--- src/source/cluster_map_pkg.sv ---
/*
 * Cluster address map and the target encoding used to steer accesses.
 * Windows are identified by the top address bits above the TCDM offset.
 */

package cluster_map_pkg;

  localparam int unsigned TCDM_SIZE_BITS   = 22;
  localparam int unsigned PERIPH_SIZE_BITS = 12;

  typedef logic [31-TCDM_SIZE_BITS:0] region_t;
  typedef logic [5:0]                 cluster_id_t;

  // Top bits of the alias window and of the first cluster
  localparam region_t TCDM_ALIAS_BASE = 10'h000;
  localparam region_t CLUSTER_BASE    = 10'h040;

  // Peripheral window sits above the TCDM inside the cluster range
  localparam logic [TCDM_SIZE_BITS-1:0] PERIPH_OFFSET = 22'h20_0000;

  // Offset bit 11 picks the peripheral target
  localparam logic EU_SEL  = 1'b0;
  localparam logic DMA_SEL = 1'b1;

  typedef enum logic [1:0] {
    TGT_NONE = 2'd0,
    TGT_TCDM = 2'd1,
    TGT_EU   = 2'd2,
    TGT_DMA  = 2'd3
  } target_e;

  // Each cluster owns four windows worth of top bits
  function automatic region_t cluster_region(input cluster_id_t id);
    return CLUSTER_BASE + region_t'({id, 2'b00});
  endfunction

endpackage

--- src/source/core_bus_pkg.sv ---
/*
 * Core data bus definitions shared by every block of the core assist.
 * Request and response bundles travel between modules as packed structs.
 */

package core_bus_pkg;

  localparam int unsigned ADDR_WIDTH = 32;
  localparam int unsigned DATA_WIDTH = 32;
  localparam int unsigned BE_WIDTH   = DATA_WIDTH / 8;

  // Deepest run of accesses to one target that may be in flight
  localparam int unsigned MAX_OUTSTANDING = 7;

  typedef logic [ADDR_WIDTH-1:0] addr_t;
  typedef logic [DATA_WIDTH-1:0] data_t;
  typedef logic [BE_WIDTH-1:0]   be_t;
  typedef logic [2:0]            outst_cnt_t;

  // Address phase, held stable while req is high until gnt
  typedef struct packed {
    logic  req;
    logic  wen;
    addr_t add;
    data_t wdata;
    be_t   be;
  } bus_req_t;

  // Response phase, one r_valid cycle per granted access
  typedef struct packed {
    logic  r_valid;
    logic  r_opc;
    data_t r_rdata;
  } bus_rsp_t;

endpackage

--- src/source/cluster_core_assist.sv ---
/*
 * Data-side assist block of one cluster core. Connects the core bus to
 * the TCDM, event unit and DMA ports and exports the performance strobes.
 */

`timescale 1ns/1ps

module cluster_core_assist (
  input  logic                         clk_i,
  input  logic                         rst_n_i,
  input  cluster_map_pkg::cluster_id_t cluster_id_i,
  input  core_bus_pkg::bus_req_t       core_req_i,
  output logic                         core_gnt_o,
  output core_bus_pkg::bus_rsp_t       core_rsp_o,
  output core_bus_pkg::bus_req_t       tcdm_req_o,
  input  logic                         tcdm_gnt_i,
  input  core_bus_pkg::bus_rsp_t       tcdm_rsp_i,
  output core_bus_pkg::bus_req_t       eu_req_o,
  input  logic                         eu_gnt_i,
  input  core_bus_pkg::bus_rsp_t       eu_rsp_i,
  output core_bus_pkg::bus_req_t       dma_req_o,
  input  logic                         dma_gnt_i,
  input  core_bus_pkg::bus_rsp_t       dma_rsp_i,
  output logic [2:0]                   perf_counters_o
);

  import core_bus_pkg::*;

  logic     issue_en;
  logic     tcdm_hit;
  logic     tcdm_gnt;
  logic     periph_hit;
  logic     periph_gnt;
  bus_rsp_t periph_rsp;

  // Strobe order is contention, peripheral load, peripheral store
  tcdm_port i_tcdm_port (
    .core_req_i        (core_req_i),
    .cluster_id_i      (cluster_id_i),
    .issue_en_i        (issue_en),
    .hit_o             (tcdm_hit),
    .gnt_o             (tcdm_gnt),
    .tcdm_req_o        (tcdm_req_o),
    .tcdm_gnt_i        (tcdm_gnt_i),
    .perf_contention_o (perf_counters_o[0])
  );

  periph_demux i_periph_demux (
    .clk_i        (clk_i),
    .rst_n_i      (rst_n_i),
    .core_req_i   (core_req_i),
    .cluster_id_i (cluster_id_i),
    .issue_en_i   (issue_en),
    .hit_o        (periph_hit),
    .gnt_o        (periph_gnt),
    .rsp_o        (periph_rsp),
    .eu_req_o     (eu_req_o),
    .eu_gnt_i     (eu_gnt_i),
    .eu_rsp_i     (eu_rsp_i),
    .dma_req_o    (dma_req_o),
    .dma_gnt_i    (dma_gnt_i),
    .dma_rsp_i    (dma_rsp_i),
    .perf_ld_o    (perf_counters_o[1]),
    .perf_st_o    (perf_counters_o[2])
  );

  core_resp_merge i_core_resp_merge (
    .clk_i        (clk_i),
    .rst_n_i      (rst_n_i),
    .core_req_i   (core_req_i),
    .tcdm_hit_i   (tcdm_hit),
    .tcdm_gnt_i   (tcdm_gnt),
    .tcdm_rsp_i   (tcdm_rsp_i),
    .periph_hit_i (periph_hit),
    .periph_gnt_i (periph_gnt),
    .periph_rsp_i (periph_rsp),
    .issue_en_o   (issue_en),
    .core_gnt_o   (core_gnt_o),
    .core_rsp_o   (core_rsp_o)
  );

endmodule

--- src/source/core_resp_merge.sv ---
/*
 * Response merger of the core assist. Picks the grant of the claiming
 * path, holds back requests to a new target until the old one has drained,
 * answers unmapped accesses with an error and routes responses to the core.
 */

`timescale 1ns/1ps

module core_resp_merge (
  input  logic                   clk_i,
  input  logic                   rst_n_i,
  input  core_bus_pkg::bus_req_t core_req_i,
  input  logic                   tcdm_hit_i,
  input  logic                   tcdm_gnt_i,
  input  core_bus_pkg::bus_rsp_t tcdm_rsp_i,
  input  logic                   periph_hit_i,
  input  logic                   periph_gnt_i,
  input  core_bus_pkg::bus_rsp_t periph_rsp_i,
  output logic                   issue_en_o,
  output logic                   core_gnt_o,
  output core_bus_pkg::bus_rsp_t core_rsp_o
);

  import core_bus_pkg::*;
  import cluster_map_pkg::*;

  target_e    req_tgt;
  target_e    cur_tgt;
  outst_cnt_t out_cnt;
  logic       err_pend;
  logic       none_gnt;
  logic       rsp_done;

  always_comb begin
    if (tcdm_hit_i) begin
      req_tgt = TGT_TCDM;
    end else if (periph_hit_i) begin
      if (core_req_i.add[PERIPH_SIZE_BITS-1] == DMA_SEL) begin
        req_tgt = TGT_DMA;
      end else begin
        req_tgt = TGT_EU;
      end
    end else begin
      req_tgt = TGT_NONE;
    end
  end

  // Responses stay in order as long as only one target has any in flight
  assign issue_en_o = (out_cnt != outst_cnt_t'(MAX_OUTSTANDING)) &&
                      ((out_cnt == '0) || (req_tgt == cur_tgt));

  assign none_gnt = core_req_i.req & issue_en_o & (req_tgt == TGT_NONE);

  always_comb begin
    case (req_tgt)
      TGT_TCDM:        core_gnt_o = tcdm_gnt_i;
      TGT_EU, TGT_DMA: core_gnt_o = periph_gnt_i;
      default:         core_gnt_o = none_gnt;
    endcase
  end

  always_comb begin
    case (cur_tgt)
      TGT_TCDM:        core_rsp_o = tcdm_rsp_i;
      TGT_EU, TGT_DMA: core_rsp_o = periph_rsp_i;
      default: begin
        // Unmapped access, error flag with zero data
        core_rsp_o         = '0;
        core_rsp_o.r_valid = err_pend;
        core_rsp_o.r_opc   = err_pend;
      end
    endcase
  end

  assign rsp_done = core_rsp_o.r_valid;

  always_ff @(posedge clk_i) begin
    if (!rst_n_i) begin
      cur_tgt  <= TGT_NONE;
      out_cnt  <= '0;
      err_pend <= 1'b0;
    end else begin
      // Error answers come exactly one cycle after their grant
      err_pend <= none_gnt;
      if (core_gnt_o) begin
        cur_tgt <= req_tgt;
      end
      if (core_gnt_o && !rsp_done) begin
        out_cnt <= out_cnt + 1'b1;
      end else if (!core_gnt_o && rsp_done) begin
        out_cnt <= out_cnt - 1'b1;
      end
    end
  end

endmodule

--- src/source/periph_demux.sv ---
/*
 * Peripheral path of the core assist. Claims this cluster's peripheral
 * window, splits it between event unit and DMA, and merges their grants
 * and responses into one channel for the response merger.
 */

`timescale 1ns/1ps

module periph_demux (
  input  logic                         clk_i,
  input  logic                         rst_n_i,
  input  core_bus_pkg::bus_req_t       core_req_i,
  input  cluster_map_pkg::cluster_id_t cluster_id_i,
  input  logic                         issue_en_i,
  output logic                         hit_o,
  output logic                         gnt_o,
  output core_bus_pkg::bus_rsp_t       rsp_o,
  output core_bus_pkg::bus_req_t       eu_req_o,
  input  logic                         eu_gnt_i,
  input  core_bus_pkg::bus_rsp_t       eu_rsp_i,
  output core_bus_pkg::bus_req_t       dma_req_o,
  input  logic                         dma_gnt_i,
  input  core_bus_pkg::bus_rsp_t       dma_rsp_i,
  output logic                         perf_ld_o,
  output logic                         perf_st_o
);

  import core_bus_pkg::*;
  import cluster_map_pkg::*;

  region_t region;
  logic    fwd;
  logic    to_eu;
  logic    to_dma;
  logic    last_dma;

  assign region = core_req_i.add[ADDR_WIDTH-1:TCDM_SIZE_BITS];

  // Only the cluster's own window, the alias does not cover peripherals
  assign hit_o = (region == cluster_region(cluster_id_i)) &&
                 (core_req_i.add[TCDM_SIZE_BITS-1:PERIPH_SIZE_BITS] ==
                  PERIPH_OFFSET[TCDM_SIZE_BITS-1:PERIPH_SIZE_BITS]);

  assign to_eu  = (core_req_i.add[PERIPH_SIZE_BITS-1] == EU_SEL);
  assign to_dma = (core_req_i.add[PERIPH_SIZE_BITS-1] == DMA_SEL);
  assign fwd    = core_req_i.req & hit_o & issue_en_i;

  always_comb begin
    eu_req_o      = core_req_i;
    eu_req_o.req  = fwd & to_eu;
    dma_req_o     = core_req_i;
    dma_req_o.req = fwd & to_dma;
  end

  assign gnt_o = (eu_req_o.req & eu_gnt_i) | (dma_req_o.req & dma_gnt_i);

  // wen high marks a load
  assign perf_ld_o = gnt_o & core_req_i.wen;
  assign perf_st_o = gnt_o & ~core_req_i.wen;

  // The merger never mixes EU and DMA accesses in flight, so the target
  // of the latest grant is the one that answers next
  always_ff @(posedge clk_i) begin
    if (!rst_n_i) begin
      last_dma <= 1'b0;
    end else if (gnt_o) begin
      last_dma <= to_dma;
    end
  end

  assign rsp_o = last_dma ? dma_rsp_i : eu_rsp_i;

endmodule

--- src/source/tcdm_port.sv ---
/*
 * TCDM path of the core assist. Claims the cluster TCDM and its alias,
 * rewrites alias addresses and forwards the request to the shared memory.
 */

`timescale 1ns/1ps

module tcdm_port (
  input  core_bus_pkg::bus_req_t       core_req_i,
  input  cluster_map_pkg::cluster_id_t cluster_id_i,
  input  logic                         issue_en_i,
  output logic                         hit_o,
  output logic                         gnt_o,
  output core_bus_pkg::bus_req_t       tcdm_req_o,
  input  logic                         tcdm_gnt_i,
  output logic                         perf_contention_o
);

  import core_bus_pkg::*;
  import cluster_map_pkg::*;

  region_t                   region;
  region_t                   own_region;
  logic [TCDM_SIZE_BITS-1:0] offset;

  assign region     = core_req_i.add[ADDR_WIDTH-1:TCDM_SIZE_BITS];
  assign offset     = core_req_i.add[TCDM_SIZE_BITS-1:0];
  assign own_region = cluster_region(cluster_id_i);

  // The memory ends where the peripheral window starts
  assign hit_o = ((region == TCDM_ALIAS_BASE) || (region == own_region)) &&
                 (offset < PERIPH_OFFSET);

  always_comb begin
    tcdm_req_o     = core_req_i;
    tcdm_req_o.req = core_req_i.req & hit_o & issue_en_i;
    // Alias hits are moved to this cluster so the memory sees one map
    tcdm_req_o.add = {own_region, offset};
  end

  assign gnt_o             = tcdm_req_o.req & tcdm_gnt_i;
  assign perf_contention_o = tcdm_req_o.req & ~tcdm_gnt_i;

endmodule

--- config.mk ---
export PLATFORM = sky130hd
export DESIGN_NAME = cluster_core_assist
export DESIGN_NICKNAME = d
export VERILOG_FILES = /design/src/source/cluster_map_pkg.sv /design/src/source/core_bus_pkg.sv /design/src/source/cluster_core_assist.sv /design/src/source/core_resp_merge.sv /design/src/source/periph_demux.sv /design/src/source/tcdm_port.sv
export SDC_FILE = /design/constraint.sdc
export NUM_CORES = 1
export LEC_CHECK = 0
export ABC_CLOCK_PERIOD_IN_PS = 3900
export CAP_MARGIN = 20
export CORE_AREA = 2 2 165 167
export CTS_CLUSTER_DIAMETER = 200
export CTS_CLUSTER_SIZE = 30
export DETAILED_ROUTE_END_ITERATION = 8
export DIE_AREA = 0 0 167 169
export DONT_BUFFER_PORTS = 1
export GPL_TIMING_DRIVEN = 0
export RECOVER_POWER = 100
export SYNTH_ARGS = -nofsm -noshare
export SYNTH_HDL_FRONTEND = slang
export SYNTH_SLANG_ARGS = --single-unit
--- constraint.sdc ---
create_clock -name clk_i -period 3.9 [get_ports clk_i]
set_input_delay 0.195 -clock clk_i [delete_from_list [all_inputs] [get_ports clk_i]]
set_output_delay 0.195 -clock clk_i [all_outputs]
set_load 0.01 [all_outputs]
======== Word level (Yosys, flattened, before mapping) ========
Index checks and enable logic that the tools add are counted.
word-level totals
  logic and storage cells ................. 59
  flip-flop bits (word level) ............. 7
  output and inout port bits .............. 248
cells by class
  muxes and demuxes ....................... 8
  magnitude comparators ................... 1
  add/subtract/negate cells ............... 3
  bitwise operators ....................... 18
  equality and inequality tests ........... 10
  reductions and logical operators ........ 15
operators with widths
  cell                  count
  $pmux 34 s2           1
  $mux 34               1
  $lt 22x22->1 const B  1
  $and 1x1->1           14
  $eq 10x10->1          1
  $eq 10x10->1 const B  1
  $logic_not 10->1      1
  $add 7x8->9 const A   1
  $eq 2x2->1 const B    4
  $mux 3                2
  $logic_and 1x1->1     5
  $eq 2x1->1 const B    2
  $mux 2                2
  $reduce_or 2->1       2
  $add 3x1->3 const B   1
  $logic_not 3->1       1
  $ne 3x3->1 const B    1
  $not 1->1             3
  $sub 3x1->3 const B   1
  $eq 2x2->1            1
  $logic_not 1->1       2
  $logic_not 2->1       1
  $logic_or 1x1->1      2
  $pmux 1 s2            1
  other kinds (3)       3

======== Longest topological paths before layout ========
  word-level depth ........................ 17
  gate-level depth with buffers ........... 14
  mapped depth without buffers ............ 14

======== By module ========
Synthesis repeated with hierarchy kept, for this count alone.
unflattened totals
  cells, all modules ...................... 382
  area total of the unflattened synthesis .. 3034.2 um^2
by module, submodules not included
  module           cells each  times used  area an instance (um^2)
  periph_demux     208         1           1670.4
  core_resp_merge  88          1           701.9
  tcdm_port        86          1           661.9

======== Least setup slack after synthesis ========
Ideal clock, no wire load.
  path kind ............................... input -> register
  from .................................... input port cluster_id_i[4]
  to ...................................... register i_core_resp_merge.out_cnt[2]
  data required time ...................... 3824 ps
  cell stages on the path ................. 14
  path slack .............................. 663 ps
  data arrival time ....................... 3162 ps
  buffers on the path ..................... 0
  setup time .............................. 76 ps
  path through ............................ ha_1 > xnor2_1 > nand4_1 > or4_4 > nor2_8 > and2_4 > a31oi_4 > o21ai_2 > ha_1 > inv_1 > fa_1 > xor2_1 > or3_1 > a21boi_0
between the ends
  longest elaborated chain between the ends .. 16
  elaborated cells between the ends (all ways) .. 33
  classes of those cells .................. 1 x add/sub; 5 x eq/ne; 4 x mux; 12 x bitwise; 11 x reduce/logical
RTL lines
  element                                                       RTL line                                text
  start, declared                                               cluster_core_assist.sv:11               input cluster_map_pkg::cluster_id_t cluster_id_i,
  $add 7x8->9 (*)                                               cluster_map_pkg.sv:34                   return CLUSTER_BASE + region_t'({id, 2'b00});
  $eq 10x10->1 (*)                                              periph_demux.sv:40, tcdm_port.sv:31
  $logic_and 1x1->1 / $logic_or 1x1->1 (equally long branches)  periph_demux.sv:40, tcdm_port.sv:31
  $mux 2 / $logic_and 1x1->1 (equally long branches)            core_resp_merge.sv:37, tcdm_port.sv:31
  $mux 2                                                        core_resp_merge.sv:35                   if (tcdm_hit_i) begin
  $eq 2x2->1                                                    core_resp_merge.sv:50                   ((out_cnt == '0) || (req_tgt == cur_tgt));
  $logic_or 1x1->1                                              core_resp_merge.sv:50
  $logic_and 1x1->1                                             core_resp_merge.sv:49                   assign issue_en_o = (out_cnt != outst_cnt_t'(MAX_OUTSTANDING)) &&
  $and 1x1->1                                                   periph_demux.sv:46                      assign fwd = core_req_i.req & hit_o & issue_en_i;
  $and 1x1->1, on equally long branches                         periph_demux.sv:50, periph_demux.sv:52
  $and 1x1->1                                                   periph_demux.sv:55                      assign gnt_o = (eu_req_o.req & eu_gnt_i) | (dma_req_o.req & dma_gnt_i);
  $or 1x1->1                                                    periph_demux.sv:55
  $pmux 1 s2 (*)                                                core_resp_merge.sv:55                   case (req_tgt)
  net core_gnt_o                                                cluster_core_assist.sv:13               output logic core_gnt_o,
  $logic_not 1->1                                               core_resp_merge.sv:90                   end else if (!core_gnt_o && rsp_done) begin
  $logic_and 1x1->1                                             core_resp_merge.sv:90
  $reduce_bool 2->1 (no source line)                            --
  end signal, assigned                                          core_resp_merge.sv:89                   out_cnt <= out_cnt + 1'b1;
  end signal, assigned                                          core_resp_merge.sv:91                   out_cnt <= out_cnt - 1'b1;
  end, declared                                                 core_resp_merge.sv:29                   outst_cnt_t out_cnt;
Mark *: on every way through the listed nets, which the timed path passes. The rest lies on a longest branch.
A chain may end at the register's enable or synchronous reset.

======== Worst setup path in the final report ========
Same ends and word-level chain as after synthesis.

==> impl_results.md <==
* Worst IR drop on VDD at 128.1 uV
* IO Port Bufs at 0
* Sequential area share after synthesis at 4.673%
* Power per Cell Area at 176.4 nW/um2
* Cell internal pwr at 0.2968 mW
* Tot GR Track Use at 6.812%
* Actual slew at the worst max-slew pin at 0.9721 ns
* Sinks on Clock Net at 7
* CTS Buffer Depth at 2
* CTS tree: yes
* Leading post-synthesis cells by cell area: buf_4 (52%), mux2i_1 (12%), o21ai_0 (5.5%)
* Warnings, synthesis at 0
* Worst Skew at 0.002746 ns
* Gate power share at 45.4%
* Tmin final at 3.536 ns
* Crit path cell chain: ha_1 -> xnor2_1 -> nand4_1 -> or4_1 -> nor2_8 -> and2_4 -> a31oi_4 -> o21ai_2 -> ha_1 -> inv_1 -> fa_1 -> xor2_1 -> or3_1 -> a21boi_0
* Max Slew Vio Count at 0
* Hold WC Path Type: in2reg
* Final HPWL DP at 10490 um
* Antenna Nets Post-Route at 0
* Leakage at 0.7318 nW
* Post-synth EDFFs at 0
* Status: finished, final reports clean
* Core Box Area at 26500 um2
* Primary FF master, synth: dfxtp_1
* NumNets Final at 605
* Vias in the first global route at 2156
* Die footprint at 28220 um2
* CTS root buf: clkbuf_16
* Initial antenna violation count at 2
* Critical path class: in2reg
* Gpl congestion at 0.8551
* Drt first pass iters at 4
* Flops & latches, synth at 7
* Fin crit share at 90.67%
* H-tree depth at 1
* Clock latency on the worst-skew pair at 0.23 ns
* Worst rel slew slack at 34.60%
* CP delay by family, top: simple AND/OR/NAND/NOR gates
* Initial DRC Count at 94
* Post-synthesis cell count at 412
* Die outline width at 167 um
* Clk pwr share at 36.2%
* Setup TNS at 0 ns
* Area grow syn2layout at -8.803%
* Vias at 2578
* Final hold viol count at 0
* Most frequent CP cell: ha_1
* Seq pwr share at 18.4%
* CP max FO at 5
* Avg Inst Size Synth at 7.279 um2
* First-pass GRT wire length at 13590 um
* Post-synth cell types at 41
* Most common cell in the synthesized netlist: buf_4
* Synth area leader: buf_4
* Most frequent cells after synthesis: buf_4 (209), mux2i_1 (36), nand2_1 (36), o21ai_0 (33), nor2_1 (11)
* RSZ-0062 raised after global routing: false
* Top cell type's share of synthesized area at 52.32%
* Routed WL at 11430 um
* Worst-path clk slew at 0.04 ns
* Row count at 60
* Share of cells above drive strength 1 at 4.067%
* Die height at 169 um
* CP endpoint kind: register
* Switching Power at 0.1858 mW
* DP Worst Slack at 0.1404 ns
* Switching portion of total power at 38.49%
* Hold Buf Count CTS at 0
* CTS-repair resized insts at 0
* Slowest cell on the critical path: or4_1
* Setup bufs post-CTS at 0
* Cell Area, Synth at 2999 um2
* Critical path buffers and inverters at 1
* FMAX at 282.8 MHz
* PnR worst setup slack at 0.3638 ns
* Drt wl/cell at 15.01 um
* Drt via density at 3.388
* R2r setup slk at 0.48 ns
* CTS Buf Count at 3
* Starting Density at 11.32%
* Max_cap viols at 0
* Final setup viols at 0
* Worst path max stage delay at 0.69 ns
* Final routed DRC violation total at 0
* Ys async rst share at 0%
* Largest net degree at the start of global routing at 11
* Worst EP required at 4.06 ns
* I/O pins at 431
* Crit start category: primary input
* Remaining Overflow, GRT at 0
* Worst path arrival time at 3.69 ns
-- cell usage in the layout (no fill, tap or decap), types with 2 or more instances in the layout --
master	Yosys	final
nand2_1	36	36
inv_1	7	7
mux2i_1	36	36
nor2_1	11	11
nor4_1	3	4
xnor2_1	8	8
diode_2	0	2
buf_4	209	5
nor2b_1	4	4
clkbuf_16	0	3
dfxtp_1	7	7
clkbuf_1	10	215
ha_1	2	2
nand3_1	3	3
a21oi_1	7	7
and2_0	0	2
xor2_1	2	2
a211oi_1	3	3
nor3_1	4	4
conb_1	1	3
o21ai_0	33	35
-- registers in the layout, indices dropped and copies added, names as in the netlist --
register / flops
i_core_resp_merge.out_cnt: 3
i_core_resp_merge.cur_tgt: 2
i_core_resp_merge.err_pend: 1
i_periph_demux.last_dma: 1
-- worst reg2reg max path, cell delays in order, from the launching register on --
cell and delay, ns:
dfxtp_1 0.29, clkbuf_1 0.43, inv_1 0.38, a21oi_1 0.23
nor2_1 0.05, o21ai_0 0.17, nor2_1 0.09, a31oi_1 0.38
o21ai_2 0.25, ha_1 0.30, inv_1 0.08, fa_1 0.19
xor2_1 0.07, or3_1 0.29, a21boi_0 0.16
-- kinds of logic after synthesis --
family          count (synthesis)  share of synthesized area, %
simple gates                   73                         12.43
mux                            37                         12.39
flops                           7                         4.672
compound gates                 54                         10.97
other cells                     1                        0.1250
buf+inv                       226                         54.44
fa+ha+maj                       3                         1.502
xor+xnor                       11                         3.463
-- metal layers --
metal	routed length, um	up-vias	part of all wire [%]	GRT usage [%]
li1	-	1154	-	-
met4	179	0	1.6	2.024
met3	1263	6	11	2.221
met2	5462	236	48	11.13
met5	0	-	0	0
met1	4520	1182	40	8.536
-- cell type report --
class                   instances  area (um2)
plain buffers                 219       840.8
multi-input cells             181        1217
diodes                          2       5.005
fillers                      3243       23770
inverters                       7       26.28
flip-flops and latches          7       140.1
clock buffers                   4       78.83
well taps                     341       426.7
-- path summary, 6_finish.rpt --
path	end	startpoint	cells past startpoint
max reg2reg	i_core_resp_merge.out_cnt[2]$_SDFFE_PN0P_	i_core_resp_merge.cur_tgt[1]$_SDFFE_PN0P_	14
min reg2reg	i_core_resp_merge.out_cnt[2]$_SDFFE_PN0P_	i_core_resp_merge.out_cnt[2]$_SDFFE_PN0P_	2
min	i_core_resp_merge.out_cnt[0]$_SDFFE_PN0P_	rst_n_i	1
max	i_core_resp_merge.out_cnt[2]$_SDFFE_PN0P_	cluster_id_i[4]	14
-- through the flow --
stage                     total power, mW  std cells  area (um2)  utilization, %  hold WS (ns)
after floorplan                    0.3650        414        3007               -        0.3167
after detailed placement           0.3983        755        3433           12.96        0.3269
after global routing               0.5144        761        2735           10.32       0.08241
final                              0.4826        761        2735           10.32       0.08567
after CTS                          0.5753        759        3512           13.25       0.08775
after global placement             0.3929        755        3433           12.96        0.3227
-- power by group through the flow --
| stage | registers (mW) | logic [mW] | clock network, mW |
|---|---|---|---|
| after CTS | 0.0892 | 0.308 | 0.178 |
| after floorplan | 0.0877 | 0.277 | 0 |
| final | 0.0890 | 0.219 | 0.175 |
| after global placement | 0.0894 | 0.304 | 0 |
| after detailed placement | 0.0903 | 0.308 | 0 |
| after global routing | 0.0910 | 0.238 | 0.186 |
Power figures use the tool's default switching activity.
